==> src/pipe_reg.sv <==
`timescale 1ns/1ps
`default_nettype none

module pipe_reg #(
  parameter type payload_t = logic [31:0]
) (
  input  logic     clk,
  input  logic     rst_n,
  input  logic     in_valid,
  input  payload_t in_data,
  output logic     out_valid,
  output payload_t out_data
);

  always_ff @(posedge clk or negedge rst_n) begin
    if (!rst_n) begin
      out_valid <= 1'b0;
    end else begin
      out_valid <= in_valid;
    end
  end

  always_ff @(posedge clk) begin
    out_data <= in_data;
  end

endmodule

`default_nettype wire

==> config.mk <==
export PLATFORM = sky130hd
export DESIGN_NAME = pipe_reg
export DESIGN_NICKNAME = d
export VERILOG_FILES = /design/src/pipe_reg.sv
export SDC_FILE = /design/constraint.sdc
export NUM_CORES = 1
export LEC_CHECK = 0
export ABC_AREA = 1
export BUFFER_PORTS_ARGS = -buffer_cell sky130_fd_sc_hd__buf_2
export CAP_MARGIN = 10
export CORE_ASPECT_RATIO = 0.9
export CORE_UTILIZATION = 25
export DETAILED_ROUTE_END_ITERATION = 16
export PLACE_DENSITY = 0.68
export SLEW_MARGIN = 20
export SYNTH_ARGS = -nofsm -noshare
export SYNTH_HDL_FRONTEND = slang
export SYNTH_SLANG_ARGS = --single-unit
==> constraint.sdc <==
create_clock -name clk -period 0.8 [get_ports clk]
set_clock_uncertainty 0.1 [all_clocks]
set_input_delay 0.12 -clock clk [delete_from_list [all_inputs] [get_ports clk]]
set_output_delay 0.12 -clock clk [all_outputs]
set_load 0.01 [all_outputs]
Yosys cells after proc, flatten, opt, wreduce, memory -nomap -nowiden
Cells that the tools add are included.
{"block": "totals", "inputBits": 35, "output_inout_bits": 33, "word_cells": 2, "reg_bits": 33}

Logic depth before layout (Yosys ltp)
{"block": "depth", "ltp_word": 0, "ltp_mapped": 0}

Least setup slack after synthesis
Ideal clock, no wire load.
{"block": "synth_path", "path_kind": "register -> output", "start": "register out_valid", "end": "output port out_valid", "arrival_ns": 0.376, "t_required_ns": 0.580, "setup_slack_ns": 0.204, "stages_incl_launch_ff": 1, "n_path_buf": 0, "path_cell_list": "dfrtp_1"}
{"item": "start, declared", "line": "11", "source": "output logic out_valid,"}
{"item": "start signal, assigned", "line": "19", "source": "out_valid <= in_valid;"}
No word-level cell between the ends.

Final worst setup path
{"block": "layout_path", "start": "register out_valid", "end": "output port out_valid"}
No word-level cell between the ends.

==> summary.txt <==
Status
  • Status: finished with violations
  • Failing checks: negative hold slack, negative setup slack

Global route
  • Total grt overflow: 0
  • First-pass GRT wire length: between 2 and 3 mm
  • All-layer global routing usage: 0.127
  • Initial antenna violation count: 0
  • Largest net degree at the start of global routing: 10
  • Vias in the first global route: between 600 and 700

Critical path
  • Cell family with most CP delay: flip-flops
  • Crit path buffers/inverters: 1
  • Worst Setup End Kind: output pin
  • Critical path, cell by cell: buf_2
  • Crit-path max FO: 1
  • CP startpoint kind: flip-flop
  • Crit-path slowest cell: dfrtp_1
  • Req. time, crit path: 580 ps
  • Critical Path Max Stage Delay: 360 ps
  • CP arrival: approximately 800 ps
  • Setup CP Type: flip-flop to output pin

Detailed routing
  • ANT nets after route: 0
  • WL per Instance: between 10 and 15 µm
  • Routed vias/inst: between 3 and 4
  • Drc violations: 0
  • Pre-antenna DRT Iters: 4
  • Routed WL: roughly 1.8 mm
  • Routed vias: approximately 640
  • Initial DRC count: 1

Yosys
  • Synth cell types: 2
  • Post-Syn Area: between 600 and 700 µm²
  • Ranking of synthesized cells by area: dfxtp_1 96%, dfrtp_1 3.8%
  • Synth Area in Compound Gates: 0
  • Post-synth top area cell: dfxtp_1
  • Post-Synth Simple-Gate Area: 0
  • Syn Inst Count: 33
  • Syn Nets: 68
  • Xor/xnor share of the synthesized area: 0
  • Multiplexer share of the synthesized area: 0
  • Number of synthesized register bits: 33
  • Synth Area in Adders: 0
  • Yosys warns: 0
  • Top-area cell type share of the netlist area: 0.962
  • Seq/Total Area, Yosys: 1.00
  • Syn Area/Cell: 20.2 µm²

Timing
  • Finish-stage setup viols: 33
  • Setup WS post-layout: -227 ps
  • Hold WS: -7.76 ps
  • Setup TNS: -5430 ps
  • Max Freq: around 1000 MHz
  • Final hold viol count: 1
  • RSZ-0062 raised after global routing: yes
  • Slew @ Worst Pin: roughly 90 ps
  • Slew Limit Fails: 0
  • Worst rel slew slack: 0.939
  • Min Tclk post-route: between 1000 and 1500 ps
  • Period utilisation layout: 1.28

Power
  • Total Power: between 2 and 3 mW
  • Static Leak: around 0.73 nW
  • Worst VDD drop: between 1.5 and 2 mV
  • PwrDens: between 1500 and 2000 nW/µm²

Die
  • Core Footprint: roughly 2500 µm²
  • Initial core utilization: 0.267
  • Die Y: between 50 and 60 µm
  • Die Span X: between 50 and 60 µm
  • Rows: 17
  • Top Ports: 68
  • Die area: around 2900 µm²

Job
  • Max-cap violations: 0

Cells and area
  • Multi-input gates: 0
  • Post-route cell area: between 1000 and 1500 µm²
  • Fraction of layout instances using a drive strength above 1: 0.556
  • Fill count: ~200
  • Multi-input logic area: 0 µm²
  • ANT cells: 0
  • Final #Nets: around 180
  • Area grow syn2layout: 122%

Placed design
  • IO Port Bufs: between 60 and 70
  • Placer Congestion: approximately 0.65
  • Post-DP Area: 1040 µm²
  • Pre-CTS setup slack: 121 ps

Clocking
  • Clock Path Buffers: 2
  • TritonCTS Buffers: 5
  • TritonCTS clock tree: built
  • Sinks on Clock Net: 33
  • Clk slew on worst S/H paths: 90 ps
  • CTS Root Cell: clkbuf_4
  • Post-cts hold buffer count: 34
  • H-tree depth: 2

Hold path
  • Worst hold path class: input port to asynchronous set/reset pin
==> cell families after synthesis <==
| logic type | after synthesis |
|---|---|
| flip-flops | 33 |
==> power by group <==
group          internal [mW]  switching, mW  total, mW
combinational          0.243          0.118      0.360
sequential              1.73         0.0234       1.76
clock                  0.350          0.469      0.819
total                   2.33          0.610       2.94
==> layout by cell type (no fill, tap or decap), drive strengths merged <==
cell	instances
dfrtp	1
dlygate4sd3	34
buf	67
dfxtp	32
clkbuf	8
==> path summary, 6_finish.rpt <==
path / end / slack [ps] / cells after the start / startpoint
min in group clk: out_data[20] / 340 / 2 / in_data[20]
max in group asynchronous: out_valid / 530 / 2 / rst_n
max: out_valid / -230 / 1 / out_valid
min: out_valid / -8 / 2 / rst_n
==> layout make-up <==
class                 instances  area (µm²)  area share
clock buffer                  8        48.8      0.0330
tap                          28        35.0      0.0237
sequential                   33         674       0.456
timing repair buffer        101         719       0.487
==> sequential cells by signal, indices dropped and copies added (netlist names) <==
signal and count:
out_data 32, out_valid 1
==> per-stage QoR <==
step           utilization  std cells
3_3_place_gp         0.416        128
4_1_cts              0.579        170
3_5_place_dp         0.416        128
2_1_floorplan            -         33
6_report             0.594        170
5_1_grt              0.594        170
==> routing by layer <==
metal | GRT usage | part of all wire
met1 | 0.0970 | 0.32
met2 | 0.254 | 0.58
met3 | 0.0532 | 0.089
met4 | 0.0854 | 0.0095
met5 | 0 | 0
==> synthesized netlist by cell type <==
library cell / count
dfrtp_1: 1
dfxtp_1: 32
==> timing repair <==
action	CTS	global route
endpoints found under the hold margin	34	1
gates resized for setup	4	10
setup buffers	0	0
pin swaps	0	0
endpoints found under the setup margin	33	33
Power figures use the tool's default switching activity.
