File: config.mk
export PLATFORM = sky130hd
export DESIGN_NAME = reg_file
export DESIGN_NICKNAME = d
export VERILOG_FILES = /design/src/pipe_pkg.sv /design/src/reg_file.sv
export SDC_FILE = /design/constraint.sdc
export NUM_CORES = 2
export LEC_CHECK = 0
export BUFFER_PORTS_ARGS = -buffer_cell sky130_fd_sc_hd__buf_2
export CAP_MARGIN = 15
export CORE_ASPECT_RATIO = 1.5
export CORE_MARGIN = 3
export CORE_UTILIZATION = 50
export CTS_CLUSTER_DIAMETER = 100
export DETAILED_ROUTE_END_ITERATION = 8
export HOLD_SLACK_MARGIN = 0.1
export PLACE_DENSITY = 0.66
export SLEW_MARGIN = 20
export SYNTH_ARGS = -nofsm -noshare
export SYNTH_HDL_FRONTEND = slang
export SYNTH_SLANG_ARGS = --single-unit
File: constraint.sdc
create_clock -name clk -period 2.5 [get_ports clk]
set_input_delay 0.25 -clock clk [delete_from_list [all_inputs] [get_ports clk]]
set_output_delay 0.25 -clock clk [all_outputs]
set_load 0.005 [all_outputs]
File: src/pipe_pkg.sv
`default_nettype none

package pipe_pkg;

  localparam int XLEN       = 32;
  localparam int REG_AW     = 5;
  localparam int IMM_W      = 16;
  localparam int DMEM_WORDS = 64;
  localparam int DMEM_AW    = 6;

  // Pre-decoded operation codes as presented by the issuer
  typedef enum logic [3:0] {
    OP_NOP  = 4'd0,
    OP_ADD  = 4'd1,
    OP_SUB  = 4'd2,
    OP_AND  = 4'd3,
    OP_OR   = 4'd4,
    OP_XOR  = 4'd5,
    OP_SLT  = 4'd6,
    OP_ADDI = 4'd7,
    OP_LW   = 4'd8,
    OP_SW   = 4'd9,
    OP_LB   = 4'd10,
    OP_SB   = 4'd11
  } op_e;

  // Source of an EX-stage operand
  typedef enum logic [1:0] {
    REGFILE  = 2'd0,
    FROM_MEM = 2'd1,
    FROM_WB  = 2'd2
  } fwd_e;

  typedef struct packed {
    logic [REG_AW-1:0] rs;
    logic [REG_AW-1:0] rt;
    logic [REG_AW-1:0] rd;
    logic [XLEN-1:0]   rs_data;
    logic [XLEN-1:0]   rt_data;
    logic [XLEN-1:0]   imm;
    op_e               alu_op;
    logic              use_imm;
    logic              mem_read;
    logic              mem_write;
    logic              byte_access;
    logic              reg_write;
  } id_ex_t;

  typedef struct packed {
    logic [XLEN-1:0]   alu_out;
    logic [XLEN-1:0]   store_data;
    logic [REG_AW-1:0] rd;
    logic              mem_read;
    logic              mem_write;
    logic              byte_access;
    logic              reg_write;
  } ex_mem_t;

  typedef struct packed {
    logic [XLEN-1:0]   result;
    logic [REG_AW-1:0] rd;
    logic              reg_write;
  } mem_wb_t;

endpackage

`default_nettype wire
File: src/reg_file.sv
`timescale 1ns/1ps
`default_nettype none

module reg_file (
  input  logic                          clk,
  input  logic                          rst_n,
  input  logic [pipe_pkg::REG_AW-1:0]   rs,
  input  logic [pipe_pkg::REG_AW-1:0]   rt,
  input  logic                          we,
  input  logic [pipe_pkg::REG_AW-1:0]   wd_rd,
  input  logic [pipe_pkg::XLEN-1:0]     wd_data,
  output logic [pipe_pkg::XLEN-1:0]     rs_data,
  output logic [pipe_pkg::XLEN-1:0]     rt_data
);

  logic [pipe_pkg::XLEN-1:0] regs [2**pipe_pkg::REG_AW];
  logic                      write_live;

  // Register 0 is never written, so it stays at its reset value of zero
  assign write_live = we && (wd_rd != '0);

  always_ff @(posedge clk or negedge rst_n) begin
    if (!rst_n) begin
      for (int i = 0; i < 2**pipe_pkg::REG_AW; i++) begin
        regs[i] <= '0;
      end
    end else if (write_live) begin
      regs[wd_rd] <= wd_data;
    end
  end

  // Same-cycle write is visible to the reader
  assign rs_data = (write_live && (wd_rd == rs)) ? wd_data : regs[rs];
  assign rt_data = (write_live && (wd_rd == rt)) ? wd_data : regs[rt];

endmodule

`default_nettype wire

* Word level (Yosys, flattened, before mapping)
Index checks and enable logic that the tools add are counted.
** Word-level totals
- Bits in registers :: 1024
- Logic and storage cells :: 57
** Cells by class
- Reductions and logical operators :: 5
- Equality and inequality tests :: 2
- Multiplexer cells :: 11
- Bitwise logic cells :: 3
- Magnitude comparators :: 4
** Operators by type and width (number)
- 1024-bit bitwise mux :: 1
- 32-bit binary-select mux with 5-bit select :: 2
- 32-bit 2-to-1 mux :: 7
- 32-bit demux with 5-bit select :: 1
- 6-bit greater-or-equal comparator, second input constant :: 3
- 5-bit inverter with 6-bit output :: 3
- 5-bit equality test :: 2
- 6-bit by 1-bit less-than comparator with 1-bit output, second input constant :: 1
- 5-bit nonzero test :: 1
- 1-bit logical AND :: 4

* Logic depth before layout (Yosys ltp)
- Word-level depth :: 6
- Gate-level depth with buffers :: 8
- Mapped depth without buffers :: 5

* Worst setup path before layout
Ideal clock, no wire load.
- Path kind :: in2out
- From :: input port rs[0] in the netlist's numbering
- To :: output port rs_data[30] in the netlist's numbering
- Buffers on the path :: 2
- Arrival :: 1.851 ns
- Stages :: 7
- Slack :: 0.399 ns
- Path through :: buf_6 -> buf_6 -> mux4_2 -> mux4_2 -> nand2_1 -> nand3_1 -> mux2_2
** Between the ends
- Cells in the longest elaborated chain, start to end :: 5
** RTL lines
- start, declared :: line reg_file.sv:7 : input logic [pipe_pkg::REG_AW-1:0] rs,
- 5-bit inverter with 6-bit output (implied by the code) :: line reg_file.sv:33 : assign rs_data = (write_live && (wd_rd == rs)) ? wd_data : regs[rs];
- 32-bit binary-select mux with 5-bit select :: line reg_file.sv:33
- 32-bit 2-to-1 mux (implied by the code) (2 in series) :: line reg_file.sv:33
- 32-bit 2-to-1 mux * :: line reg_file.sv:33
- end, declared :: line reg_file.sv:12 : output logic [pipe_pkg::XLEN-1:0] rs_data,
Mark *: on every way between the ends. The rest lies on a longest branch, timed or not. The select of a mux whose other input is x is not followed.

* Final worst setup path
- From :: register regs[638] in the netlist's numbering
- To :: output port rs_data[30] in the netlist's numbering
** Between the ends
- Cells in the longest elaborated chain, start to end :: 4
** RTL lines
- start, declared :: line reg_file.sv:16 : logic [pipe_pkg::XLEN-1:0] regs [2**pipe_pkg::REG_AW];
- start signal, assigned by index :: line reg_file.sv:28 : regs[wd_rd] <= wd_data;
- 32-bit binary-select mux with 5-bit select :: line reg_file.sv:33
- 32-bit 2-to-1 mux (implied by the code) (2 in series) :: line reg_file.sv:33
- 32-bit 2-to-1 mux :: line reg_file.sv:33
No other way between the ends. The select of a mux whose other input is x is not followed.

==> Flow_metrics.wiki <==
{| class="wikitable"
! Metric !! Value
|-
| Post-synthesis net count || approximately 3500
|-
| Clock tree from TritonCTS || yes
|-
| Core area || roughly 110000 sq um
|-
| Buffers on Ports || around 110
|-
| Synthesis-to-finish area growth || 16.9%
|-
| Placed wire-length estimate || roughly 110000 microns
|-
| DRC errors left || 0
|-
| Effective utilization at floorplan || 0.505
|-
| Class of the most critical hold timing path || input pin to flop
|-
| Length of the first detailed-routing pass in iterations || 5
|-
| Standard cell with the maximum stage delay on the critical path || sky130_fd_sc_hd__mux4_2
|-
| Clock Skew || 0 ps
|-
| Residual antenna-violating net count after detailed routing || 0
|-
| Number of clock sinks || 1024
|-
| Via count of the first global-routing pass || between 30000 and 40000
|-
| Final wirelength || roughly 170000 microns
|-
| MaxCap Viol Count || 0
|-
| Part of the cycle the worst path needs || 1.17
|-
| Share of power burned in registers || 0.462
|-
| Cell count after synthesis || ~3500
|-
| Share of cells above drive strength 1 || 0.536
|-
| Global-route wire length before repair || ~260000 microns
|-
| Worst-margin pin slew || 709 ps
|-
| Most common cell after layout, fill and taps aside || sky130_fd_sc_hd__dfrtp_1
|-
| Clock transition at the register clock pins on the worst setup and hold paths after CTS || 60 ps
|-
| Number of enable flip-flop cells after synthesis || 0
|-
| Width of the die || 273 microns
|-
| Layout Utilization || 0.591
|-
| Cell internal power dissipation || around 35000 uW
|-
| Top-Level Pins || between 100 and 150
|-
| Arrival @ worst endpoint || 2660 ps
|-
| Post-synthesis register bit count || 1024
|-
| Global route overflow || 0
|-
| Top register by number of flip-flops || regs
|-
| Flip-flop count of the largest register after layout || roughly 1000
|-
| Average vias per placed instance || between 6 and 7
|-
| Number of warnings issued by yosys || 0
|-
| Routed wire per std cell || between 30 and 40 microns
|-
| Final Worst Setup Slack || -413 ps
|-
| Share of total power in the clock network || 0.329
|-
| Biggest regs || regs: 1024 flops
|-
| Final-report max-slew violation count || 0
|-
| Most common flop cell mapped by yosys || sky130_fd_sc_hd__dfrtp_1
|-
| Area contributors post-synth || sky130_fd_sc_hd__dfrtp_1, sky130_fd_sc_hd__mux4_2, sky130_fd_sc_hd__mux2_2
|-
| Crit path required time || between 2000 and 2500 ps
|-
| Global Route Usage Sum || 0.318
|-
| Worst Hold Slack || around 170 ps
|-
| Peak supply drop || just under 600 uV
|-
| Number of distinct standard cells referenced by the synthesized netlist || between 40 and 50
|-
| Share of total power in combinational logic || 0.209
|-
| Sequential-to-total area share from yosys stat || 0.479
|-
| Setup Crit Path Kind || flop to output pin
|-
| Net total in the final layout || ~3600
|-
| Share of flip-flops with an asynchronous set or reset || 1.00
|-
| Iter 0 DRT Violations || about 3300
|-
| Top cell by count, worst path || sky130_fd_sc_hd__mux4_2
|-
| Count of vias placed by the detailed router || 35300
|-
| H-tree Lvls || 3
|-
| Critical path, cell by cell || mux4_2 -> mux4_2 -> nand2_4 -> nand3_2 -> mux2_4 -> buf_6
|-
| Slew Limit Headroom || 0.526
|-
| Share of the synthesized area in the top cell type || 0.479
|-
| Longest Clk Path Bufs || 3
|-
| Antenna violations before repair || 4
|-
| Min cycle time layout || between 2000 and 3000 ps
|-
| Net switching power || about 13000 uW
|-
| Clock root buffer || sky130_fd_sc_hd__clkbuf_16
|-
| Power density over cell area || 766 nW/um^2
|-
| Final hold violation count || 0
|-
| Switching share of total power || 0.270
|-
| Status || finished with violations
|-
| Critical Path Sink Type || output pin
|-
| Library cell occupying the most area in the post-synthesis netlist || sky130_fd_sc_hd__dfrtp_1
|-
| Vertical extent of the die || 406 microns
|-
| Avg Synthesized Cell Area || 15.3 sq um
|-
| Final std cells w/o fill || 5087
|-
| Category of the worst setup path launch point || flop
|-
| Cell Area, Synth || between 50000 and 60000 sq um
|-
| Fmax || about 340 MHz
|-
| Violated checks || setup timing
|-
| Largest fanout on the critical path || 3
|-
| Worst-skew pair later-pin latency || a little under 700 ps
|-
| Number of CTS-inserted buffers || 99
|-
| Cell total after placement || 4863
|-
| Die footprint || ~110000 sq um
|-
| Largest stage delay on the critical path || roughly 500 ps
|-
| Maximum number of pins on one net before global-route repair || roughly 130
|-
| Setup repair after global routing missed its margin || yes
|-
| Static leakage || approximately 0.027 uW
|-
| Core Rows || ~150
|-
| Most used cells in the layout excluding fill and tap cells || sky130_fd_sc_hd__dfrtp_1, sky130_fd_sc_hd__mux2_2, sky130_fd_sc_hd__mux4_2
|-
| Total setup violations reported at the end of the flow || 24
|-
| Worst setup timing slack at the placement stage || -322 ps
|-
| Weighted congestion at the end of routability-driven global placement || 0.847
|}
==> stage by stage <==
stage	power (uW)	area, sq um	setup TNS, ps
after CTS	47800	62000	-3540
after global placement	30800	57600	-5620
after floorplan	28300	53400	0
final	47900	62500	-1550
after global routing	49700	62500	-4180
after detailed placement	31600	57600	-5370
==> metal layers <==
metal / track usage / wire length [microns] / vias up
met1: 0.398 / 63700 / 19200
met4: 0.177 / 10700 / 0
li1: - / - / 13900
met5: 0 / 0 / -
met2: 0.526 / 86100 / 1744
met3: 0.0572 / 13100 / 546
==> worst max-delay path: cells and delay by family (launching register included) <==
kind | cells | cell delay (ps)
mux | 3 | 1260
simple gates | 2 | 190
buf+inv | 1 | 120
flops | 1 | 400
==> cell usage after synthesis, drive strengths merged, types with 3 or more instances <==
cell / instances
nor2: 22
buf: 191
nand2: 83
nand3b: 7
mux2: 993
or3: 3
o21ai: 62
nor3b: 4
dfrtp: 1024
nand3: 10
inv: 3
or4: 62
mux2i: 6
clkbuf: 221
o22ai: 248
mux4: 511
xnor2: 6
xor2: 4
nor2b: 3
==> kinds of logic (layout without fill, tap and decap cells) <==
family                 Yosys count  in the layout  share of synthesized area
AO/OA/AOI/OAI                  320            320                     0.0364
buffers and inverters          415            609                     0.0362
multiplexers                  1510           1510                      0.426
XOR/XNOR                        10             10                    0.00164
AND/OR/NAND/NOR                204            204                     0.0207
other                            0              4                          0
flip-flops                    1024           1024                      0.479
==> path summary, 6_finish.rpt <==
path | end | cells past startpoint | slack, ps | startpoint
max | rs_data[30] | 6 | -410 | regs[638]
min | regs[871] | 3 | 170 | wd_data[7]
max reg2reg | regs[894] | 3 | 1450 | regs[894]
min reg2reg | regs[1004] | 0 | 400 | regs[1004]
max in group asynchronous | regs[498] | 3 | 1180 | rst_n
min in group asynchronous | regs[243] | 3 | 270 | rst_n
==> final cells by class <==
type / instances / area (sq um)
inverter: 3 / 11.3
tap: 1406 / 1760
antenna: 4 / 10.0
clock buffer: 141 / 2920
timing repair buffer: 424 / 4550
sequential: 1024 / 25600
clock inverter: 41 / 452
multi-input combinational: 2044 / 27200
fill: 7837 / 43300
==> power groups by stage <==
stage                     clock, uW  sequential, uW  combinational (uW)
after global routing          16600           22400               10700
after global placement            0           21900                8990
after detailed placement          0           22300                9340
after CTS                     16000           22000                9830
after floorplan                   0           21400                6930
final                         15800           22100               10000
==> what timing repair did <==
item                                    4_1_cts  5_1_grt
cloned                                        1        0
hold endpoints to repair                    709        0
hold buffers                                  3        0
gates resized for setup                     157       77
pin swaps                                    71       66
endpoints found under the setup margin       64       64
setup buffers                                21       16
No activity file was read; power rests on OpenSTA's default activity.
