`src/pipe_pkg.sv`:
```
`default_nettype none

package pipe_pkg;

  localparam int XLEN       = 32;
  localparam int REG_AW     = 5;
  localparam int IMM_W      = 16;
  localparam int DMEM_WORDS = 64;
  localparam int DMEM_AW    = 6;

  // Pre-decoded operation codes as presented by the issuer
  typedef enum logic [3:0] {
    OP_NOP  = 4'd0,
    OP_ADD  = 4'd1,
    OP_SUB  = 4'd2,
    OP_AND  = 4'd3,
    OP_OR   = 4'd4,
    OP_XOR  = 4'd5,
    OP_SLT  = 4'd6,
    OP_ADDI = 4'd7,
    OP_LW   = 4'd8,
    OP_SW   = 4'd9,
    OP_LB   = 4'd10,
    OP_SB   = 4'd11
  } op_e;

  // Source of an EX-stage operand
  typedef enum logic [1:0] {
    REGFILE  = 2'd0,
    FROM_MEM = 2'd1,
    FROM_WB  = 2'd2
  } fwd_e;

  typedef struct packed {
    logic [REG_AW-1:0] rs;
    logic [REG_AW-1:0] rt;
    logic [REG_AW-1:0] rd;
    logic [XLEN-1:0]   rs_data;
    logic [XLEN-1:0]   rt_data;
    logic [XLEN-1:0]   imm;
    op_e               alu_op;
    logic              use_imm;
    logic              mem_read;
    logic              mem_write;
    logic              byte_access;
    logic              reg_write;
  } id_ex_t;

  typedef struct packed {
    logic [XLEN-1:0]   alu_out;
    logic [XLEN-1:0]   store_data;
    logic [REG_AW-1:0] rd;
    logic              mem_read;
    logic              mem_write;
    logic              byte_access;
    logic              reg_write;
  } ex_mem_t;

  typedef struct packed {
    logic [XLEN-1:0]   result;
    logic [REG_AW-1:0] rd;
    logic              reg_write;
  } mem_wb_t;

endpackage

`default_nettype wire
```
`src/exec_alu.sv`:
```
`timescale 1ns/1ps
`default_nettype none

module exec_alu (
  input  pipe_pkg::op_e              alu_op,
  input  logic                       use_imm,
  input  logic [pipe_pkg::XLEN-1:0]  imm,
  input  logic [pipe_pkg::XLEN-1:0]  rs_val,
  input  logic [pipe_pkg::XLEN-1:0]  rt_val,
  input  logic [pipe_pkg::XLEN-1:0]  mem_fwd,
  input  logic [pipe_pkg::XLEN-1:0]  wb_fwd,
  input  pipe_pkg::fwd_e             fwd_a,
  input  pipe_pkg::fwd_e             fwd_b,
  output logic [pipe_pkg::XLEN-1:0]  alu_out,
  output logic [pipe_pkg::XLEN-1:0]  store_data
);

  logic [pipe_pkg::XLEN-1:0] op_a;
  logic [pipe_pkg::XLEN-1:0] rt_fwd;
  logic [pipe_pkg::XLEN-1:0] op_b;

  function automatic logic [pipe_pkg::XLEN-1:0] pick(
    input pipe_pkg::fwd_e            sel,
    input logic [pipe_pkg::XLEN-1:0] reg_val,
    input logic [pipe_pkg::XLEN-1:0] mem_val,
    input logic [pipe_pkg::XLEN-1:0] wb_val
  );
    case (sel)
      pipe_pkg::FROM_MEM: pick = mem_val;
      pipe_pkg::FROM_WB:  pick = wb_val;
      default:            pick = reg_val;
    endcase
  endfunction

  assign op_a   = pick(fwd_a, rs_val, mem_fwd, wb_fwd);
  assign rt_fwd = pick(fwd_b, rt_val, mem_fwd, wb_fwd);
  assign op_b   = use_imm ? imm : rt_fwd;

  // Stores take the forwarded rt, never the immediate
  assign store_data = rt_fwd;

  always_comb begin
    case (alu_op)
      pipe_pkg::OP_SUB: alu_out = op_a - op_b;
      pipe_pkg::OP_AND: alu_out = op_a & op_b;
      pipe_pkg::OP_OR:  alu_out = op_a | op_b;
      pipe_pkg::OP_XOR: alu_out = op_a ^ op_b;
      pipe_pkg::OP_SLT: begin
        alu_out = {{(pipe_pkg::XLEN-1){1'b0}}, ($signed(op_a) < $signed(op_b))};
      end
      pipe_pkg::OP_ADD, pipe_pkg::OP_ADDI, pipe_pkg::OP_LW,
      pipe_pkg::OP_SW, pipe_pkg::OP_LB, pipe_pkg::OP_SB: begin
        alu_out = op_a + op_b;
      end
      default: alu_out = '0;
    endcase
  end

endmodule

`default_nettype wire

```
`config.mk`:
```
export PLATFORM = sky130hd
export DESIGN_NAME = exec_alu
export DESIGN_NICKNAME = d
export VERILOG_FILES = /design/src/pipe_pkg.sv /design/src/exec_alu.sv
export SDC_FILE = /design/constraint.sdc
export NUM_CORES = 1
export LEC_CHECK = 0
export ABC_CLOCK_PERIOD_IN_PS = 6000
export BUFFER_PORTS_ARGS = -buffer_cell sky130_fd_sc_hd__buf_2
export CAP_MARGIN = 20
export CORE_MARGIN = 3
export CORE_UTILIZATION = 32
export DETAILED_ROUTE_END_ITERATION = 10
export SETUP_SLACK_MARGIN = 0.3
export SYNTH_ARGS = -nofsm -noshare
export SYNTH_HDL_FRONTEND = slang
export SYNTH_SLANG_ARGS = --single-unit
```
`constraint.sdc`:
```
create_clock -name vclk -period 6
set_input_delay 0.6 -clock vclk [all_inputs]
set_output_delay 0.6 -clock vclk [all_outputs]
set_load 0.02 [all_outputs]
```
Word level (Yosys, flattened, before mapping):

Index checks and enable logic that the tools add are counted.
W data, S select, Z words.

* bits in registers: 0
* input bits: 169
* output and inout port bits: 64
* word-level logic and storage cells: 26

* $add $sub $neg: 2
* magnitude comparators: 1
* equal/unequal tests: 15
* muxes and demuxes: 4
* bitwise operators: 3
* reduce and logical (&&, ||, !) cells: 1

Operator list (count)
* $pmux W32 S6: 1
* $pmux W32 S2: 2
* $add A32 B32 Y32: 1
* $and A32 B32 Y32: 1
* $lt A32 B32 Y1: 1
* $mux W32: 1
* $or A32 B32 Y32: 1
* $sub A32 B32 Y32: 1
* $xor A32 B32 Y32: 1
* $eq A4 B3 Y1 const B: 4
* $eq A4 B4 Y1 const B: 4
* $eq A4 B2 Y1 const B: 2
* $reduce_or A6 Y1: 1
* $eq A2 B1 Y1 const B: 2
* $eq A2 B2 Y1 const B: 2
* $eq A4 B1 Y1 const B: 1

Logic depth before layout (Yosys ltp):

* word-level depth: 5
* mapped depth: 19
* gate-level depth less buffers: 18

Least setup slack after synthesis:

No wires, ideal clock.

* path type: input to output
* start: in fwd_b[0]
* end: out alu_out[24] (netlist name)
* arrival: 4737 ps
* required time: 5400 ps
* path slack: 663 ps
* cell stages on the path: 18
* buffers on the path: 2
* cells stage by stage: inv_1 -> ha_1 -> clkbuf_1 -> buf_1 -> a21oi_1 -> o21ai_0 -> ha_1 -> inv_1 -> fa_1 -> nor2b_1 -> o211a_1 -> o211a_1 -> or4_4 -> o211ai_2 -> a21oi_1 -> or2_1 -> o211a_1 -> o22ai_1

* cells in the longest elaborated chain, start to end: 5
* elaborated cells on any way between the ends: 10
* those cells by class: add/sub: 2; eq/ne: 2; mux: 3; bitwise: 3

Ends and longest elaborated chain
* start: declaration: line exec_alu.sv:13 `input pipe_pkg::fwd_e fwd_b,`
* $eq A2 B2 Y1 / $eq A2 B1 Y1 (equally long branches): line exec_alu.sv:28 `case (sel)`
* $pmux W32 S2 (*): line exec_alu.sv:28
* $mux W32 (*): line exec_alu.sv:37 `assign op_b = use_imm ? imm : rt_fwd;`
* $add A32 B32 Y32 (tied with other cells): line exec_alu.sv:53 `alu_out = op_a + op_b;`
* $pmux W32 S6 (*): line exec_alu.sv:43 `case (alu_op)`
* end: declaration: line exec_alu.sv:14 `output logic [pipe_pkg::XLEN-1:0] alu_out,`

Every way passes the cells marked *; elsewhere a longest branch is shown, timed or not.

Worst setup path after layout:

* start: in fwd_a[0]
* end: out alu_out[27] (netlist name)

* cells in the longest elaborated chain, start to end: 4
* elaborated cells on any way between the ends: 9
* those cells by class: add/sub: 2; eq/ne: 2; mux: 2; bitwise: 3

Ends and longest elaborated chain
* start: declaration: line exec_alu.sv:12 `input pipe_pkg::fwd_e fwd_a,`
* $eq A2 B2 Y1 / $eq A2 B1 Y1 (equally long branches): line exec_alu.sv:28
* $pmux W32 S2 (*): line exec_alu.sv:28
* $add A32 B32 Y32 (tied with other cells): line exec_alu.sv:53
* $pmux W32 S6 (*): line exec_alu.sv:43

Marked as above.

==> flow_summary.yaml <==
timing:
  grt_setup_unrepaired: "no"
  timing_max_transition_violations_final: 0
  finalHoldViolCount: 0
  fin_setup_tns_ns: 0
  max_clock_freq_ghz: 0.185
  max_slew_margin_pct: 33.6
  portion_of_the_clock_cycle_consumed_by_the_worst_path_in_the_final_layout_pct: 90.2
  whs_ns: 1.53
  setup_violations: 0
  worst_pin_slew_ns: 0.994
  final_critical_delay_including_setup_and_external_delays_ns: 5.41
routing:
  routedWlPerCell_um: 18.6
  drt_iter0_drc: 719
  route.antenna.remaining_nets: 0
  drc: 0
  avgViaCountPerCell: 5.72
  wl_um: 29300
  num_vias: 9003
  firstDrtPassIters: 6
final_layout:
  num_antenna_cells: 0
  drive_gt1_share_pct: 23.1
  layout.sequential_cells: 0
  design_area_um2: 8290
  regArea_um2: 0
  finish.utilization_pct: 40.6
  clockBufferCount: 0
  final_net_count: 1578
  area_growth_pct: 23.6
  layout.filler_cells: 2274
synth:
  mean_syn_cell_area_um2: 6.03
  yosysWarnings: 0
  post_synth_num_cell_types: 69
  synth_most_common_cell: "sky130_fd_sc_hd__inv_1"
  ys_seq_area_share_pct: 0
  leading_post_synthesis_cells_by_instance_count: "sky130_fd_sc_hd__inv_1 (129), sky130_fd_sc_hd__nand2_1 (122), sky130_fd_sc_hd__o21ai_0 (122), sky130_fd_sc_hd__nor2_1 (102), sky130_fd_sc_hd__ha_1 (100)"
  syn_inst: 1112
  syn-cell-area_um2: 6710
  post-synth-top-area-cell: "sky130_fd_sc_hd__ha_1"
  synth_top_cell_area_share_pct: 18.7
  synthTopCellsByArea: "sky130_fd_sc_hd__ha_1 (19%), sky130_fd_sc_hd__o21ai_0 (9.1%), sky130_fd_sc_hd__a22oi_1 (7.3%)"
  syn_nets: 1383
place:
  detailed_place_hpwl_um: 23300
  io_buffer_count: 233
  gp_congestion: 0.944
  dpl-instance-area_um2: 8220
grt:
  grt_max_degree: 65
  global_route.overflow_total: 0
  grt_first_pass_wirelength_um: 45000
  grt_usage_pct: 24.3
  antenna_found_initial: 0
  number_of_global_route_vias_before_repair: 8507
floorplanning:
  floorplan.initialDensity_pct: 32.8
  rows: 52
  io_pins: 233
  die_footprint_um2: 22700
  die_y_um: 151
  core-area_um2: 20400
  die_width_um: 151
critical_path:
  data_arrival_at_the_endpoint_of_the_critical_path_ns: 4.81
  critPathKind: "primary input to primary output"
  end_kind: "primary output"
  timing.critical_path.required_ns: 5.40
  critPathMaxFanout: 19
  timing.critical_path.from_type: "primary input"
pwr:
  pwr-share-seq_pct: 0
  power_switching_share_pct: 63.3
  combinational_group_share_of_total_power_pct: 100.0
  power_frac_clock_pct: 0
  power.density_nw_per_um2: 162
  leakagePower_nw: 4.19
  vdd_ir_drop_max_v: 0.0000675
  internal_power_w: 0.000492
  switchingPower_w: 0.000848
clocking:
  cts_hold_buffers: 0
hold_path:
  hold_depth: 4
  worst_hold_path_type: "primary input to primary output"
  worstHoldStart: "rt_val[23]"
  sink_of_the_worst_hold_path: "store_data[23]"
job:
  cap_violations: 0
outcome:
  status: "complete, no violations"
-- final cells by class --
cell class,count,area [µm²],share of cell area (%)
multi-input combinational,903,5990,72.2
inverter,129,484,5.84
tap,270,338,4.08
timing repair buffer,273,1480,17.8
-- through the flow --
stage	power [W]	setup WS, ns	cells
after floorplan	0.000882	0.663	1112
after global placement	0.00130	0.406	1572
after detailed placement	0.00130	0.328	1572
after CTS	0.00131	0.309	1572
after global routing	0.00147	0.309	1575
final	0.00134	0.586	1575
-- placed cells by master, fill, tap and decap left out, types with 4 or more instances in the layout --
master / n
sky130_fd_sc_hd__a22oi_1: 64
sky130_fd_sc_hd__a31oi_1: 5
sky130_fd_sc_hd__buf_4: 39
sky130_fd_sc_hd__nor3_1: 23
sky130_fd_sc_hd__nor4_1: 7
sky130_fd_sc_hd__o22ai_1: 7
sky130_fd_sc_hd__and2_1: 4
sky130_fd_sc_hd__o21a_1: 8
sky130_fd_sc_hd__o21ai_0: 118
sky130_fd_sc_hd__o211a_1: 8
sky130_fd_sc_hd__buf_2: 233
sky130_fd_sc_hd__o221ai_1: 12
sky130_fd_sc_hd__nor2b_1: 12
sky130_fd_sc_hd__o211ai_1: 13
sky130_fd_sc_hd__a21oi_1: 97
sky130_fd_sc_hd__nand2b_1: 20
sky130_fd_sc_hd__o311ai_0: 6
sky130_fd_sc_hd__a21o_1: 19
sky130_fd_sc_hd__nor2_1: 102
sky130_fd_sc_hd__a221oi_1: 12
sky130_fd_sc_hd__nand2_1: 122
sky130_fd_sc_hd__nand4_1: 8
sky130_fd_sc_hd__nand3_1: 16
sky130_fd_sc_hd__inv_1: 129
sky130_fd_sc_hd__ha_1: 97
sky130_fd_sc_hd__o21bai_1: 12
sky130_fd_sc_hd__a221o_1: 4
sky130_fd_sc_hd__a211o_1: 6
sky130_fd_sc_hd__a211oi_1: 10
sky130_fd_sc_hd__o31ai_1: 6
sky130_fd_sc_hd__a2111oi_0: 5
sky130_fd_sc_hd__or3_1: 7
-- per-layer routing --
| metal | routed length, µm | track usage [%] | share of wire [%] |
|---|---|---|---|
| met2 | 13000 | 39.5 | 44 |
| met1 | 13100 | 33.8 | 45 |
| met5 | 0 | 0 | 0 |
| met4 | 712 | 5.30 | 2.4 |
| met3 | 2540 | 4.03 | 8.7 |
-- cell families (layout without fill, tap and decap cells) --
logic type | count (synthesis) | after routing | synth area share, %
simple gates | 343 | 343 | 23.3
mux | 2 | 2 | 0.299
xor+xnor | 4 | 4 | 0.523
compound gates | 452 | 452 | 44.8
fa+ha+maj | 102 | 102 | 19.3
buf+inv | 209 | 402 | 11.8
-- critical path, cell delays in order --
cell and delay (ns):
sky130_fd_sc_hd__buf_2 0.13, sky130_fd_sc_hd__inv_1 0.06, sky130_fd_sc_hd__ha_2 0.43, sky130_fd_sc_hd__buf_4 0.34, sky130_fd_sc_hd__a22oi_1 0.18, sky130_fd_sc_hd__o21ai_1 0.33
sky130_fd_sc_hd__ha_1 0.45, sky130_fd_sc_hd__inv_1 0.23, sky130_fd_sc_hd__nor2_1 0.08, sky130_fd_sc_hd__nor3_1 0.35, sky130_fd_sc_hd__inv_1 0.08, sky130_fd_sc_hd__a211oi_1 0.40
sky130_fd_sc_hd__buf_4 0.18, sky130_fd_sc_hd__a211oi_1 0.08, sky130_fd_sc_hd__a211o_1 0.29, sky130_fd_sc_hd__o21a_1 0.10, sky130_fd_sc_hd__o22ai_1 0.25, sky130_fd_sc_hd__buf_2 0.23
-- power by group through the flow --
stage / Sequential, W / Clock (W) / Combinational, W
after global routing: 0 / 0 / 0.00147
after floorplan: 0 / 0 / 0.000882
after CTS: 0 / 0 / 0.00131
final: 0 / 0 / 0.00134
after detailed placement: 0 / 0 / 0.00130
after global placement: 0 / 0 / 0.00130
-- repair_timing --
item,CTS,global route
endpoints found under the setup margin,0,11
gates resized for setup,0,14
setup buffers,0,3
-- worst max path at each step --
stage | depth (start not counted) | startpoint | endpoint
3_3_place_gp | 20 | fwd_b[0] | alu_out[0]
6_report | 18 | fwd_a[0] | alu_out[27]
2_1_floorplan | 18 | fwd_b[0] | alu_out[24]
5_1_grt | 17 | fwd_a[0] | alu_out[31]
4_1_cts | 20 | fwd_b[0] | alu_out[0]
3_5_place_dp | 20 | fwd_b[0] | alu_out[0]
No activity file was read; power rests on OpenSTA's default activity.
