## src/pipe_pkg.sv

```systemverilog
`default_nettype none

package pipe_pkg;

  localparam int XLEN       = 32;
  localparam int REG_AW     = 5;
  localparam int IMM_W      = 16;
  localparam int DMEM_WORDS = 64;
  localparam int DMEM_AW    = 6;

  // Pre-decoded operation codes as presented by the issuer
  typedef enum logic [3:0] {
    OP_NOP  = 4'd0,
    OP_ADD  = 4'd1,
    OP_SUB  = 4'd2,
    OP_AND  = 4'd3,
    OP_OR   = 4'd4,
    OP_XOR  = 4'd5,
    OP_SLT  = 4'd6,
    OP_ADDI = 4'd7,
    OP_LW   = 4'd8,
    OP_SW   = 4'd9,
    OP_LB   = 4'd10,
    OP_SB   = 4'd11
  } op_e;

  // Source of an EX-stage operand
  typedef enum logic [1:0] {
    REGFILE  = 2'd0,
    FROM_MEM = 2'd1,
    FROM_WB  = 2'd2
  } fwd_e;

  typedef struct packed {
    logic [REG_AW-1:0] rs;
    logic [REG_AW-1:0] rt;
    logic [REG_AW-1:0] rd;
    logic [XLEN-1:0]   rs_data;
    logic [XLEN-1:0]   rt_data;
    logic [XLEN-1:0]   imm;
    op_e               alu_op;
    logic              use_imm;
    logic              mem_read;
    logic              mem_write;
    logic              byte_access;
    logic              reg_write;
  } id_ex_t;

  typedef struct packed {
    logic [XLEN-1:0]   alu_out;
    logic [XLEN-1:0]   store_data;
    logic [REG_AW-1:0] rd;
    logic              mem_read;
    logic              mem_write;
    logic              byte_access;
    logic              reg_write;
  } ex_mem_t;

  typedef struct packed {
    logic [XLEN-1:0]   result;
    logic [REG_AW-1:0] rd;
    logic              reg_write;
  } mem_wb_t;

endpackage

`default_nettype wire
```

## src/pipe_control.sv

```systemverilog
`timescale 1ns/1ps
`default_nettype none

module pipe_control (
  input  pipe_pkg::op_e                issue_op,
  input  logic [pipe_pkg::REG_AW-1:0]  ex_rs,
  input  logic [pipe_pkg::REG_AW-1:0]  ex_rt,
  input  logic [pipe_pkg::REG_AW-1:0]  mem_rd,
  input  logic                         mem_valid,
  input  logic                         mem_reg_write,
  input  logic [pipe_pkg::REG_AW-1:0]  wb_rd,
  input  logic                         wb_valid_stage,
  input  logic                         wb_reg_write,
  output pipe_pkg::op_e                alu_op,
  output logic                         use_imm,
  output logic                         mem_read,
  output logic                         mem_write,
  output logic                         byte_access,
  output logic                         reg_write,
  output pipe_pkg::fwd_e               fwd_a,
  output pipe_pkg::fwd_e               fwd_b
);

  logic mem_producer;
  logic wb_producer;

  // Decode of the issued opcode into the ID/EX control bits
  always_comb begin
    alu_op      = issue_op;
    use_imm     = 1'b0;
    mem_read    = 1'b0;
    mem_write   = 1'b0;
    byte_access = 1'b0;
    reg_write   = 1'b0;
    case (issue_op)
      pipe_pkg::OP_ADD, pipe_pkg::OP_SUB, pipe_pkg::OP_AND,
      pipe_pkg::OP_OR, pipe_pkg::OP_XOR, pipe_pkg::OP_SLT: begin
        reg_write = 1'b1;
      end
      pipe_pkg::OP_ADDI: begin
        use_imm   = 1'b1;
        reg_write = 1'b1;
      end
      pipe_pkg::OP_LW, pipe_pkg::OP_LB: begin
        use_imm     = 1'b1;
        mem_read    = 1'b1;
        reg_write   = 1'b1;
        byte_access = (issue_op == pipe_pkg::OP_LB);
      end
      pipe_pkg::OP_SW, pipe_pkg::OP_SB: begin
        use_imm     = 1'b1;
        mem_write   = 1'b1;
        byte_access = (issue_op == pipe_pkg::OP_SB);
      end
      default: begin
        alu_op = pipe_pkg::OP_NOP;
      end
    endcase
  end

  // A stage only forwards if it holds a live register write to a non-zero rd
  assign mem_producer = mem_valid && mem_reg_write && (mem_rd != '0);
  assign wb_producer  = wb_valid_stage && wb_reg_write && (wb_rd != '0);

  // MEM holds the younger result, so it is checked first
  always_comb begin
    if (mem_producer && (mem_rd == ex_rs)) begin
      fwd_a = pipe_pkg::FROM_MEM;
    end else if (wb_producer && (wb_rd == ex_rs)) begin
      fwd_a = pipe_pkg::FROM_WB;
    end else begin
      fwd_a = pipe_pkg::REGFILE;
    end

    if (mem_producer && (mem_rd == ex_rt)) begin
      fwd_b = pipe_pkg::FROM_MEM;
    end else if (wb_producer && (wb_rd == ex_rt)) begin
      fwd_b = pipe_pkg::FROM_WB;
    end else begin
      fwd_b = pipe_pkg::REGFILE;
    end
  end

endmodule

`default_nettype wire

```

## config.mk

```make
export PLATFORM = sky130hd
export DESIGN_NAME = pipe_control
export DESIGN_NICKNAME = d
export VERILOG_FILES = /design/src/pipe_pkg.sv /design/src/pipe_control.sv
export SDC_FILE = /design/constraint.sdc
export NUM_CORES = 1
export LEC_CHECK = 0
export BUFFER_PORTS_ARGS = -buffer_cell sky130_fd_sc_hd__buf_4
export CAP_MARGIN = 20
export CORE_AREA = 5 5 42 44
export DETAILED_ROUTE_END_ITERATION = 16
export DIE_AREA = 0 0 47 49
export GPL_ROUTABILITY_DRIVEN = 0
export MAX_ROUTING_LAYER = met4
export PLACE_DENSITY = 0.68
export REMOVE_ABC_BUFFERS = 1
export SYNTH_ARGS = -nofsm -noshare
export SYNTH_HDL_FRONTEND = slang
export SYNTH_SLANG_ARGS = --single-unit
```

## constraint.sdc

```tcl
create_clock -name vclk -period 2.8
set_clock_uncertainty 0.2 [all_clocks]
set_input_delay 0.42 -clock vclk [all_inputs]
set_output_delay 0.42 -clock vclk [all_outputs]
set_load 0.005 [all_outputs]
```

# After elaboration in Yosys (flattened, before gate mapping)
# Index checks and enable logic that the tools add are counted.
# totals
output_inout_bits,13
inputBits,28
elab_cells,40
register_bits,0
# op_classes
n_eq_ne,15
mux,10
reduce_logical,15
# ops
op,count
== test 5 bit,4
== test 4 x 3 -> 1 bit (second input constant),4
== test 4 bit (second input constant),4
OR reduction 11 bit,1
nonzero test 5 bit,2
OR reduction 9 bit,1
== test 4 x 2 -> 1 bit (second input constant),2
logical AND 1 bit,8
two-way mux 2 bit,4
OR reduction 5 bit,1
== test 4 x 1 -> 1 bit (second input constant),1
two-way mux 1 bit,4
two-way mux 4 bit,1
OR reduction 2 bit,2
one-hot mux 1 bit (2 select lines),1

# Logic depth before layout (Yosys ltp)
# Gate-level depths: netlist of run 1.
# depth
word_depth,5
mapped_depth,4
ltp_nobuf,4

# Worst setup path before layout of run 1
# Ideal clock, no wire load.
# synth_path
kind,input port to output port
start,in mem_rd[1] (netlist bit)
end,out fwd_a[1]
t_required_ns,2.180
path_buffers,0
slack_ns,0.760
cell_stages,4
t_arrival_ns,1.420
path_cell_list,or4_1 > o211ai_2 > nor4_1 > nor3_1
# synth_between
elab_chain_cells,4
elab_cells_between_ends,5
classes_between,1 x eq/ne; 1 x mux; 3 x reduce/logical
# synth_rtl
item,line_no,text
from (decl),pipe_control.sv:8,"input logic [pipe_pkg::REG_AW-1:0] mem_rd,"
nonzero test 5 bit,pipe_control.sv:62,assign mem_producer = mem_valid && mem_reg_write && (mem_rd != '0);
logical AND 1 bit,pipe_control.sv:62,
logical AND 1 bit (*),pipe_control.sv:67,if (mem_producer && (mem_rd == ex_rs)) begin
two-way mux 2 bit (*),pipe_control.sv:67,
to (decl),pipe_control.sv:20,"output pipe_pkg::fwd_e fwd_a,"
# Mark *: on every way between the ends. The rest lies on a longest branch, timed or not.

# Worst setup path in the final report of run 1
# Ends and elaborated chain as after synthesis.

==> results of run 1 <==
[placed cells by master (no fill, tap or decap), drive strengths merged]
cell    count
a31o        1
a21boi      2
nor2b       3
nor3        4
xnor2      10
nor4        2
nor2        2
xor2       10
buf        41
nand3       4
mux2i       1
and2        2
or4         2
o211ai      2
[worst max-delay path, stage by stage]
cell and delay, ns:
buf_4 0.12, or4_1 0.54, o211ai_2 0.18, nor4_1 0.10, nor3_1 0.21, buf_4 0.14
[metrics by stage]
stage / hold slack, ns / power [mW] / worst slack, ns / area (um2)
finish: 0.910 / 0.0935 / 0.467 / 663
global route: 0.931 / 0.104 / 0.340 / 663
CTS: 0.913 / 0.0947 / 0.455 / 663
detailed placement: 0.913 / 0.0945 / 0.455 / 663
global placement: 0.908 / 0.0937 / 0.516 / 663
floorplan: 0.670 / 0.0351 / 0.760 / 335
[path summary, 6_finish.rpt]
kind / start / end / slack [ns] / cells past startpoint
min: issue_op[0] / mem_read / 0.91 / 3
max: mem_rd[1] / fwd_a[1] / 0.47 / 6
[cells by family (layout without fill, tap and decap cells)]
group                     count (synthesis)  after routing  synth area share (%)
xor gates and xnor gates                 20             20                  52.2
buffers and inverters                     0             41                     0
AOI/OAI and AO/OA                         5              5                  13.1
muxes                                     1              1                  2.99
and+or+nand+nor                          19             19                  31.7
[synth_stat cells (all sizes together)]
master   n
xor2    10
nand3    4
or4      2
nor3     4
and2     2
a21boi   2
mux2i    1
nor2     2
xnor2   10
nor2b    3
o211ai   2
nor4     2
a31o     1
[layer usage]
metal / GRT usage (%) / wire length, um / vias up
met5: - / 0 / -
met4: 0 / 0 / 0
met3: 0.738 / 188 / 0
met2: 21.3 / 600 / 34
met1: 13.0 / 427 / 210
li1: - / - / 242
[cell type report]
class              count  area, um2  area share [%]
multi-input cells     45        335            50.6
repair buffers        41        308            46.4
well taps             16       20.0            3.02
[report_power, final]
group / total (mW) / leakage, nW / internal (mW) / switching (mW)
sequential: 0 / 0 / 0 / 0
clock: 0 / 0 / 0 / 0
combinational: 0.0935 / 0.307 / 0.0566 / 0.0369
==> flow_summary_export.csv, run 1 <==
group,metric,value,unit
status,status,"finished clean",
yosys,ys_warn_count,0,
yosys,netlist_instances,45,
sta,maxSlewViolCount,0,
sta,fin_crit_sh,83.3,%
sta,final_hold_viol_count,0,
finish,area_growth,97.8,%
clock_network,cts.repair.resized,0,
routing,drt_iter0_markers,3,
global_route,grt-ovfl-total,0,
finish,seq_cells,0,
worst_setup_path,arrival,1.71,ns
finish,seqCellArea,0,um2
job,drv_cap,0,
die,die_h,49,um
place,dp_hpwl,1150,um
routing,dr_total_vias,486,
global_route,grt.total_usage,11.2,%
routing,viasPerCell,4.76,
power_and_ir_drop,powerDensity,141,nW/um2
worst_setup_path,critical_path_class,"input port to primary output",
yosys,synth_top_area_share,26.1,%
yosys,synthesis.area,335,um2
finish,post-route-util,47.3,%
sta,period_needed,2.33,ns
clock_network,holdBufCountCts,0,
yosys,synth_seq_area_share,0,%
routing,drtAntennaViolNets,0,
routing,drc,0,
hold_path,holdCritPathClass,"input port to primary output",
die,dieArea,2300,um2
place,port_buffers,41,
die,initial_utilization,23.9,%
yosys,synth.distinct_cells,14,
yosys,yosysTopAreaCell,"xnor2_1",
worst_setup_path,start_kind,"input port",
global_route,antenna_found_initial,0,
yosys,ys_top_cells_by_area,"xnor2_1, xor2_1, nand3_1",
sta,setup_viol,0,
finish,fill_cells,152,
finish,nNetsFinal,116,
power_and_ir_drop,ir_drop,0.0558,mV
global_route,grt_max_degree,7,
worst_setup_path,cp-end-kind,"primary output",
finish,stdcell_count,102,
worst_setup_path,crit_required,2.18,ns
finish,n_antenna_cell,0,
global_route,grt_pass1_vias,518,
finish,nClkBuffers,0,
clock_network,post_cts_buffers,0,
power_and_ir_drop,leakagePower,0.307,nW
sta,slew_headroom,75.4,%
sta,fin_tns_setup,0,ns
die,io_pins,41,
routing,wl_per_cell,11.9,um
die,core_region_area,1400,um2
routing,first_pass_iters,4,
global_route,grt_pass1_wl,2020,um
finish,drive_above_1_share,50.0,%
die,rows,14,
die,die_w,47,um
sta,tightest_slew,0.365,ns
yosys,syn_avg_cell_area,7.45,um2
routing,drt-total-wl,1220,um
worst_setup_path,path_max_fanout,3,
place,dp.cells,102,
sta,max_freq,429,MHz
sta,rsz0062_at_grt,"no",
No activity file was read; power rests on OpenSTA's default activity.
==> run 2: changes to the inputs <==
--- a/config.mk
+++ b/config.mk
@@ -12,7 +12,7 @@
 export DIE_AREA = 0 0 47 49
 export GPL_ROUTABILITY_DRIVEN = 0
 export MAX_ROUTING_LAYER = met4
-export PLACE_DENSITY = 0.68
+export PLACE_DENSITY = 0.7
 export REMOVE_ABC_BUFFERS = 1
 export SYNTH_ARGS = -nofsm -noshare
 export SYNTH_HDL_FRONTEND = slang
==> constraint.sdc (replaced) <==
create_clock -name vclk -period 2.1
set_clock_uncertainty 0.2 [all_clocks]
set_input_delay 0.315 -clock vclk [all_inputs]
set_output_delay 0.315 -clock vclk [all_outputs]
set_load 0.005 [all_outputs]
==> run 2 against run 1 <==
Via count increased by 5.8%. Non-clock buffer count is 3 higher. Combinational power is 48% higher. Hold slack worse by 0.21 ns. Power up 48%. Cell count rose by 2.9%. Wire length increased by 3.8%. Largest cell class unchanged. Highest routed layer is now met4.
==> flow_summary_export.csv, run 2 (same netlist as run 1, synthesis figures left out) <==
group,metric,value,unit
die,core_region_area,1400,um2
global_route,grt_pass1_wl,1930,um
routing,dr_total_vias,514,
global_route,grt_max_degree,7,
sta,tightest_slew,0.338,ns
sta,rsz0062_at_grt,"yes",
power_and_ir_drop,power,138,uW
finish,nNetsFinal,119,
finish,post-route-util,52.1,%
finish,stdcell_count,105,
power_and_ir_drop,leakagePower,0.333,nW
finish,seqCellArea,0,um2
worst_setup_path,start_kind,"input port",
die,die_h,49,um
place,dp_hpwl,1170,um
global_route,antenna_found_initial,0,
routing,drt_iter0_markers,1,
global_route,grt_pass1_vias,501,
finish,nClkBuffers,0,
place,pre_cts_ws,-0.0145,ns
place,port_buffers,41,
global_route,grt.total_usage,10.9,%
die,io_pins,41,
sta,period_needed,2.08,ns
die,dieArea,2300,um2
worst_setup_path,critical_path_class,"input port to primary output",
status,status,"finished clean",
worst_setup_path,arrival,1.57,ns
sta,fin_crit_sh,99.3,%
finish,seq_cells,0,
power_and_ir_drop,ir_drop,0.0810,mV
finish,fill_cells,137,
routing,viasPerCell,4.90,
die,die_w,47,um
finish,layout_common_cells,"buf_4, xnor2_1, xor2_1",
hold_path,holdCritPathClass,"input port to primary output",
sta,max_freq,480,MHz
global_route,grt-ovfl-total,0,
routing,first_pass_iters,3,
finish,area_growth,118,%
sta,fin_tns_setup,0,ns
routing,drt-total-wl,1260,um
worst_setup_path,cp-end-kind,"primary output",
routing,drtAntennaViolNets,0,
power_and_ir_drop,powerDensity,190,nW/um2
worst_setup_path,crit_required,1.58,ns
finish,n_antenna_cell,0,
worst_setup_path,path_cells,"buf_8 > or4_4 > o211ai_4 > nor4_1 > nor3_1 > buf_4",
die,rows,14,
finish,drive_above_1_share,55.1,%
routing,wl_per_cell,12.0,um
sta,fin_ws,0.0151,ns
place,dp.cells,104,
hold_path,min_path_cells,3,
die,initial_utilization,23.9,%
finish,layout_commonest_cell,"buf_4",
sta,final_hold_viol_count,0,
sta,maxSlewViolCount,0,
worst_setup_path,path_max_fanout,3,
worst_setup_path,cpMaxStageDelayCell,"or4_4",
clock_network,holdBufCountCts,0,
sta,slew_headroom,77.3,%
sta,setup_viol,0,
worst_setup_path,cpPeakStageDelay,0.54,ns
routing,drc,0,
job,drv_cap,0,
-- run 2: cell type report --
cell class	instances	area, um2	area share (%)
Multi-Input combinational cell	45	368	50.4
Tap cell	16	20.0	2.74
Timing Repair Buffer	44	342	46.8
-- run 2: through the flow --
step,instance area [um2],hold WS [ns]
3_3_place_gp,678,0.697
2_1_floorplan,335,0.460
4_1_cts,682,0.701
3_5_place_dp,678,0.701
6_report,729,0.697
5_1_grt,729,0.708
-- run 2: power by group --
| group | leakage [nW] | internal [mW] | total [mW] | switching [mW] |
|---|---|---|---|---|
| Clock | 0 | 0 | 0 | 0 |
| Combinational | 0.333 | 0.0824 | 0.138 | 0.0558 |
| Sequential | 0 | 0 | 0 | 0 |
-- run 2: timing repair --
item                       CTS  global route
gates resized for setup      1             7
pin swaps                    3             4
setup buffers                0             1
setup endpoints to repair    2             2
hold endpoints to repair     0             0
-- run 2: worst max-delay path, delay by kind of cell --
kind,cells,cell delay (ns)
and+or+nand+nor,3,0.80
AOI/OAI and AO/OA,1,0.21
buffers and inverters,2,0.24
-- run 2: path summary, 6_finish.rpt --
kind              slack (ns)         from        to
setup / recovery        0.02    mem_rd[4]  fwd_b[1]
hold / removal          0.70  issue_op[0]  mem_read
-- run 2: per-layer routing --
layer / global-route usage (%) / share of wire, % / wire length, um / vias up
li1: - / - / - / 249
met1: 11.3 / 35 / 443 / 227
met2: 19.9 / 50 / 625 / 36
met3: 1.85 / 14 / 178 / 2
met4: 2.76 / 1.1 / 14 / 0
met5: - / 0 / 0 / -
==> run 3: changes to the inputs <==
--- a/config.mk
+++ b/config.mk
@@ -5,6 +5,7 @@
 export SDC_FILE = /design/constraint.sdc
 export NUM_CORES = 1
 export LEC_CHECK = 0
+export ABC_AREA = 1
 export BUFFER_PORTS_ARGS = -buffer_cell sky130_fd_sc_hd__buf_4
 export CAP_MARGIN = 20
 export CORE_AREA = 5 5 42 44
@@ -12,8 +13,9 @@
 export DIE_AREA = 0 0 47 49
 export GPL_ROUTABILITY_DRIVEN = 0
 export MAX_ROUTING_LAYER = met4
-export PLACE_DENSITY = 0.7
+export PLACE_DENSITY = 0.8
 export REMOVE_ABC_BUFFERS = 1
+export SETUP_SLACK_MARGIN = 0.3
 export SYNTH_ARGS = -nofsm -noshare
 export SYNTH_HDL_FRONTEND = slang
 export SYNTH_SLANG_ARGS = --single-unit
==> run 3 against run 2 <==
Sequential share of layout area unchanged. Power increased by 3.0%. Global-route usage increased by 2.8 points. Critical path depth increased by 1. Fmax increased by 30%. Die area unchanged. Wire length increased by 29%. Utilization increased by 3.6 points. Synthesized cell count increased by 120%. Flip-flop and latch count unchanged. Area after synthesis increased by 35%. Hold slack improved by 0.0062 ns.
==> flow_summary_export.csv, run 3 <==
group,metric,value,unit
status,status,"finished clean",
place,dp_hpwl,1510,um
power_and_ir_drop,leakagePower,0.488,nW
yosys,synth_seq_area_share,0,%
routing,drt_iter0_markers,11,
finish,nClkBuffers,0,
worst_setup_path,path_max_fanout,2,
job,drv_cap,0,
routing,wl_per_cell,10.3,um
sta,max_freq,624,MHz
worst_setup_path,arrival,1.09,ns
die,rows,14,
die,core_region_area,1400,um2
sta,rsz0062_at_grt,"no",
die,io_pins,41,
power_and_ir_drop,intPower,75.6,uW
sta,fin_crit_sh,76.3,%
power_and_ir_drop,swShare,46.9,%
sta,setup_viol,0,
yosys,synthTopCellsByCount,"nand2_1, nor2_1, inv_1, xnor2_1, inv_2",
die,initial_utilization,32.2,%
clock_network,post_cts_buffers,0,
sta,maxSlewViolCount,0,
die,dieArea,2300,um2
sta,period_needed,1.60,ns
global_route,grt_pass1_vias,666,
sta,tightest_slew,0.163,ns
hold_path,holdCritPathClass,"input port to primary output",
routing,drtAntennaViolNets,0,
routing,drt-total-wl,1630,um
power_and_ir_drop,clock_power_share,0,%
yosys,ys_warn_count,0,
yosys,syn_avg_cell_area,4.47,um2
yosys,synthesis.area,452,um2
finish,seq_cells,0,
sta,slew_headroom,89.1,%
finish,post-route-util,55.6,%
power_and_ir_drop,switchingPower,66.8,uW
finish,n_antenna_cell,0,
yosys,synth.most_common_cell,"nand2_1",
worst_setup_path,critical_path_class,"input port to primary output",
finish,seqCellArea,0,um2
yosys,synth.distinct_cells,13,
place,placed_area,779,um2
sta,final_hold_viol_count,0,
finish,fin_area,779,um2
die,die_w,47,um
finish,drive_above_1_share,35.2,%
finish,nNetsFinal,172,
worst_setup_path,start_kind,"input port",
routing,viasPerCell,4.52,
power_and_ir_drop,combPwrFrac,100.0,%
worst_setup_path,crit_required,1.58,ns
place,port_buffers,41,
global_route,grt.total_usage,13.7,%
sta,fin_tns_setup,0,ns
yosys,ys_top_cells_by_area,"nand2_1, nor2_1, inv_1",
global_route,antenna_found_initial,0,
yosys,synth_top_area_share,34.1,%
die,die_h,49,um
clock_network,holdBufCountCts,0,
finish,area_growth,72.6,%
global_route,grt-ovfl-total,0,
clock_network,cts.repair.resized,0,
global_route,grt_max_degree,7,
routing,first_pass_iters,2,
finish,layout_common_cells,"nand2_1, buf_4, nor2_1",
global_route,grt_pass1_wl,2490,um
power_and_ir_drop,powerDensity,183,nW/um2
yosys,yosysTopAreaCell,"nand2_1",
power_and_ir_drop,power_frac_seq,0,%
yosys,netlist_instances,101,
routing,drc,0,
power_and_ir_drop,ir_drop,0.0818,mV
worst_setup_path,cp-end-kind,"primary output",
routing,dr_total_vias,714,
run 3: cell types whose count changed in the layout (fill, tap and decap cells not counted), sizes merged, moves of 4 or more:
| cell | before | now |
|---|---|---|
| xor2 | 10 | 2 |
| nor2 | 2 | 21 |
| inv | 0 | 20 |
| xnor2 | 10 | 6 |
| nand2 | 0 | 41 |
| nor3 | 4 | 0 |
run 3: cells by family (layout without fill, tap and decap cells):
logic type | after synthesis | after routing | synth area share (%)
compound gates | 3 | 3 | 3.32
buf+inv | 20 | 61 | 16.6
simple gates | 70 | 70 | 64.5
xor+xnor | 8 | 8 | 15.5
run 3: final cells by class:
class,instances,area [um2]
multi-input combinational,81,377
tap,16,20.0
fill,164,622
timing repair buffer,41,308
inverter,20,75.1
run 3: path summary, 6_finish.rpt:
check	start	end	slack, ns	cells after the start
hold / removal	issue_op[3]	alu_op[2]	0.70	3
setup / recovery	ex_rs[4]	fwd_a[1]	0.50	7
run 3: worst max-delay path: stages:
cell	delay, ns
buf_4	0.12
xnor2_1	0.18
nand2_1	0.07
nor2_1	0.12
nand2_1	0.06
nor2_1	0.10
buf_4	0.11
run 3: power groups by stage:
stage                     Clock (mW)  Sequential (mW)  Combinational [mW]
final                              0                0               0.142
after global placement             0                0               0.139
after CTS                          0                0               0.144
after global routing               0                0               0.158
after floorplan                    0                0              0.0608
after detailed placement           0                0               0.143
run 3: metrics by stage:
| step | setup slack (ns) | hold slack [ns] | instances | total power, mW |
|---|---|---|---|---|
| finish | 0.497 | 0.703 | 158 | 0.142 |
| global route | 0.420 | 0.719 | 158 | 0.158 |
| CTS | 0.482 | 0.704 | 158 | 0.144 |
| detailed placement | 0.489 | 0.703 | 158 | 0.143 |
| global placement | 0.544 | 0.698 | 158 | 0.139 |
| floorplan | 0.806 | 0.460 | 101 | 0.0608 |
run 3: layer usage:
layer	vias to the layer above	track usage [%]	part of all wire, %
met5	-	-	0
met4	0	0.922	0
met3	0	2.58	14
met2	34	26.0	49
met1	300	14.3	37
li1	380	-	-
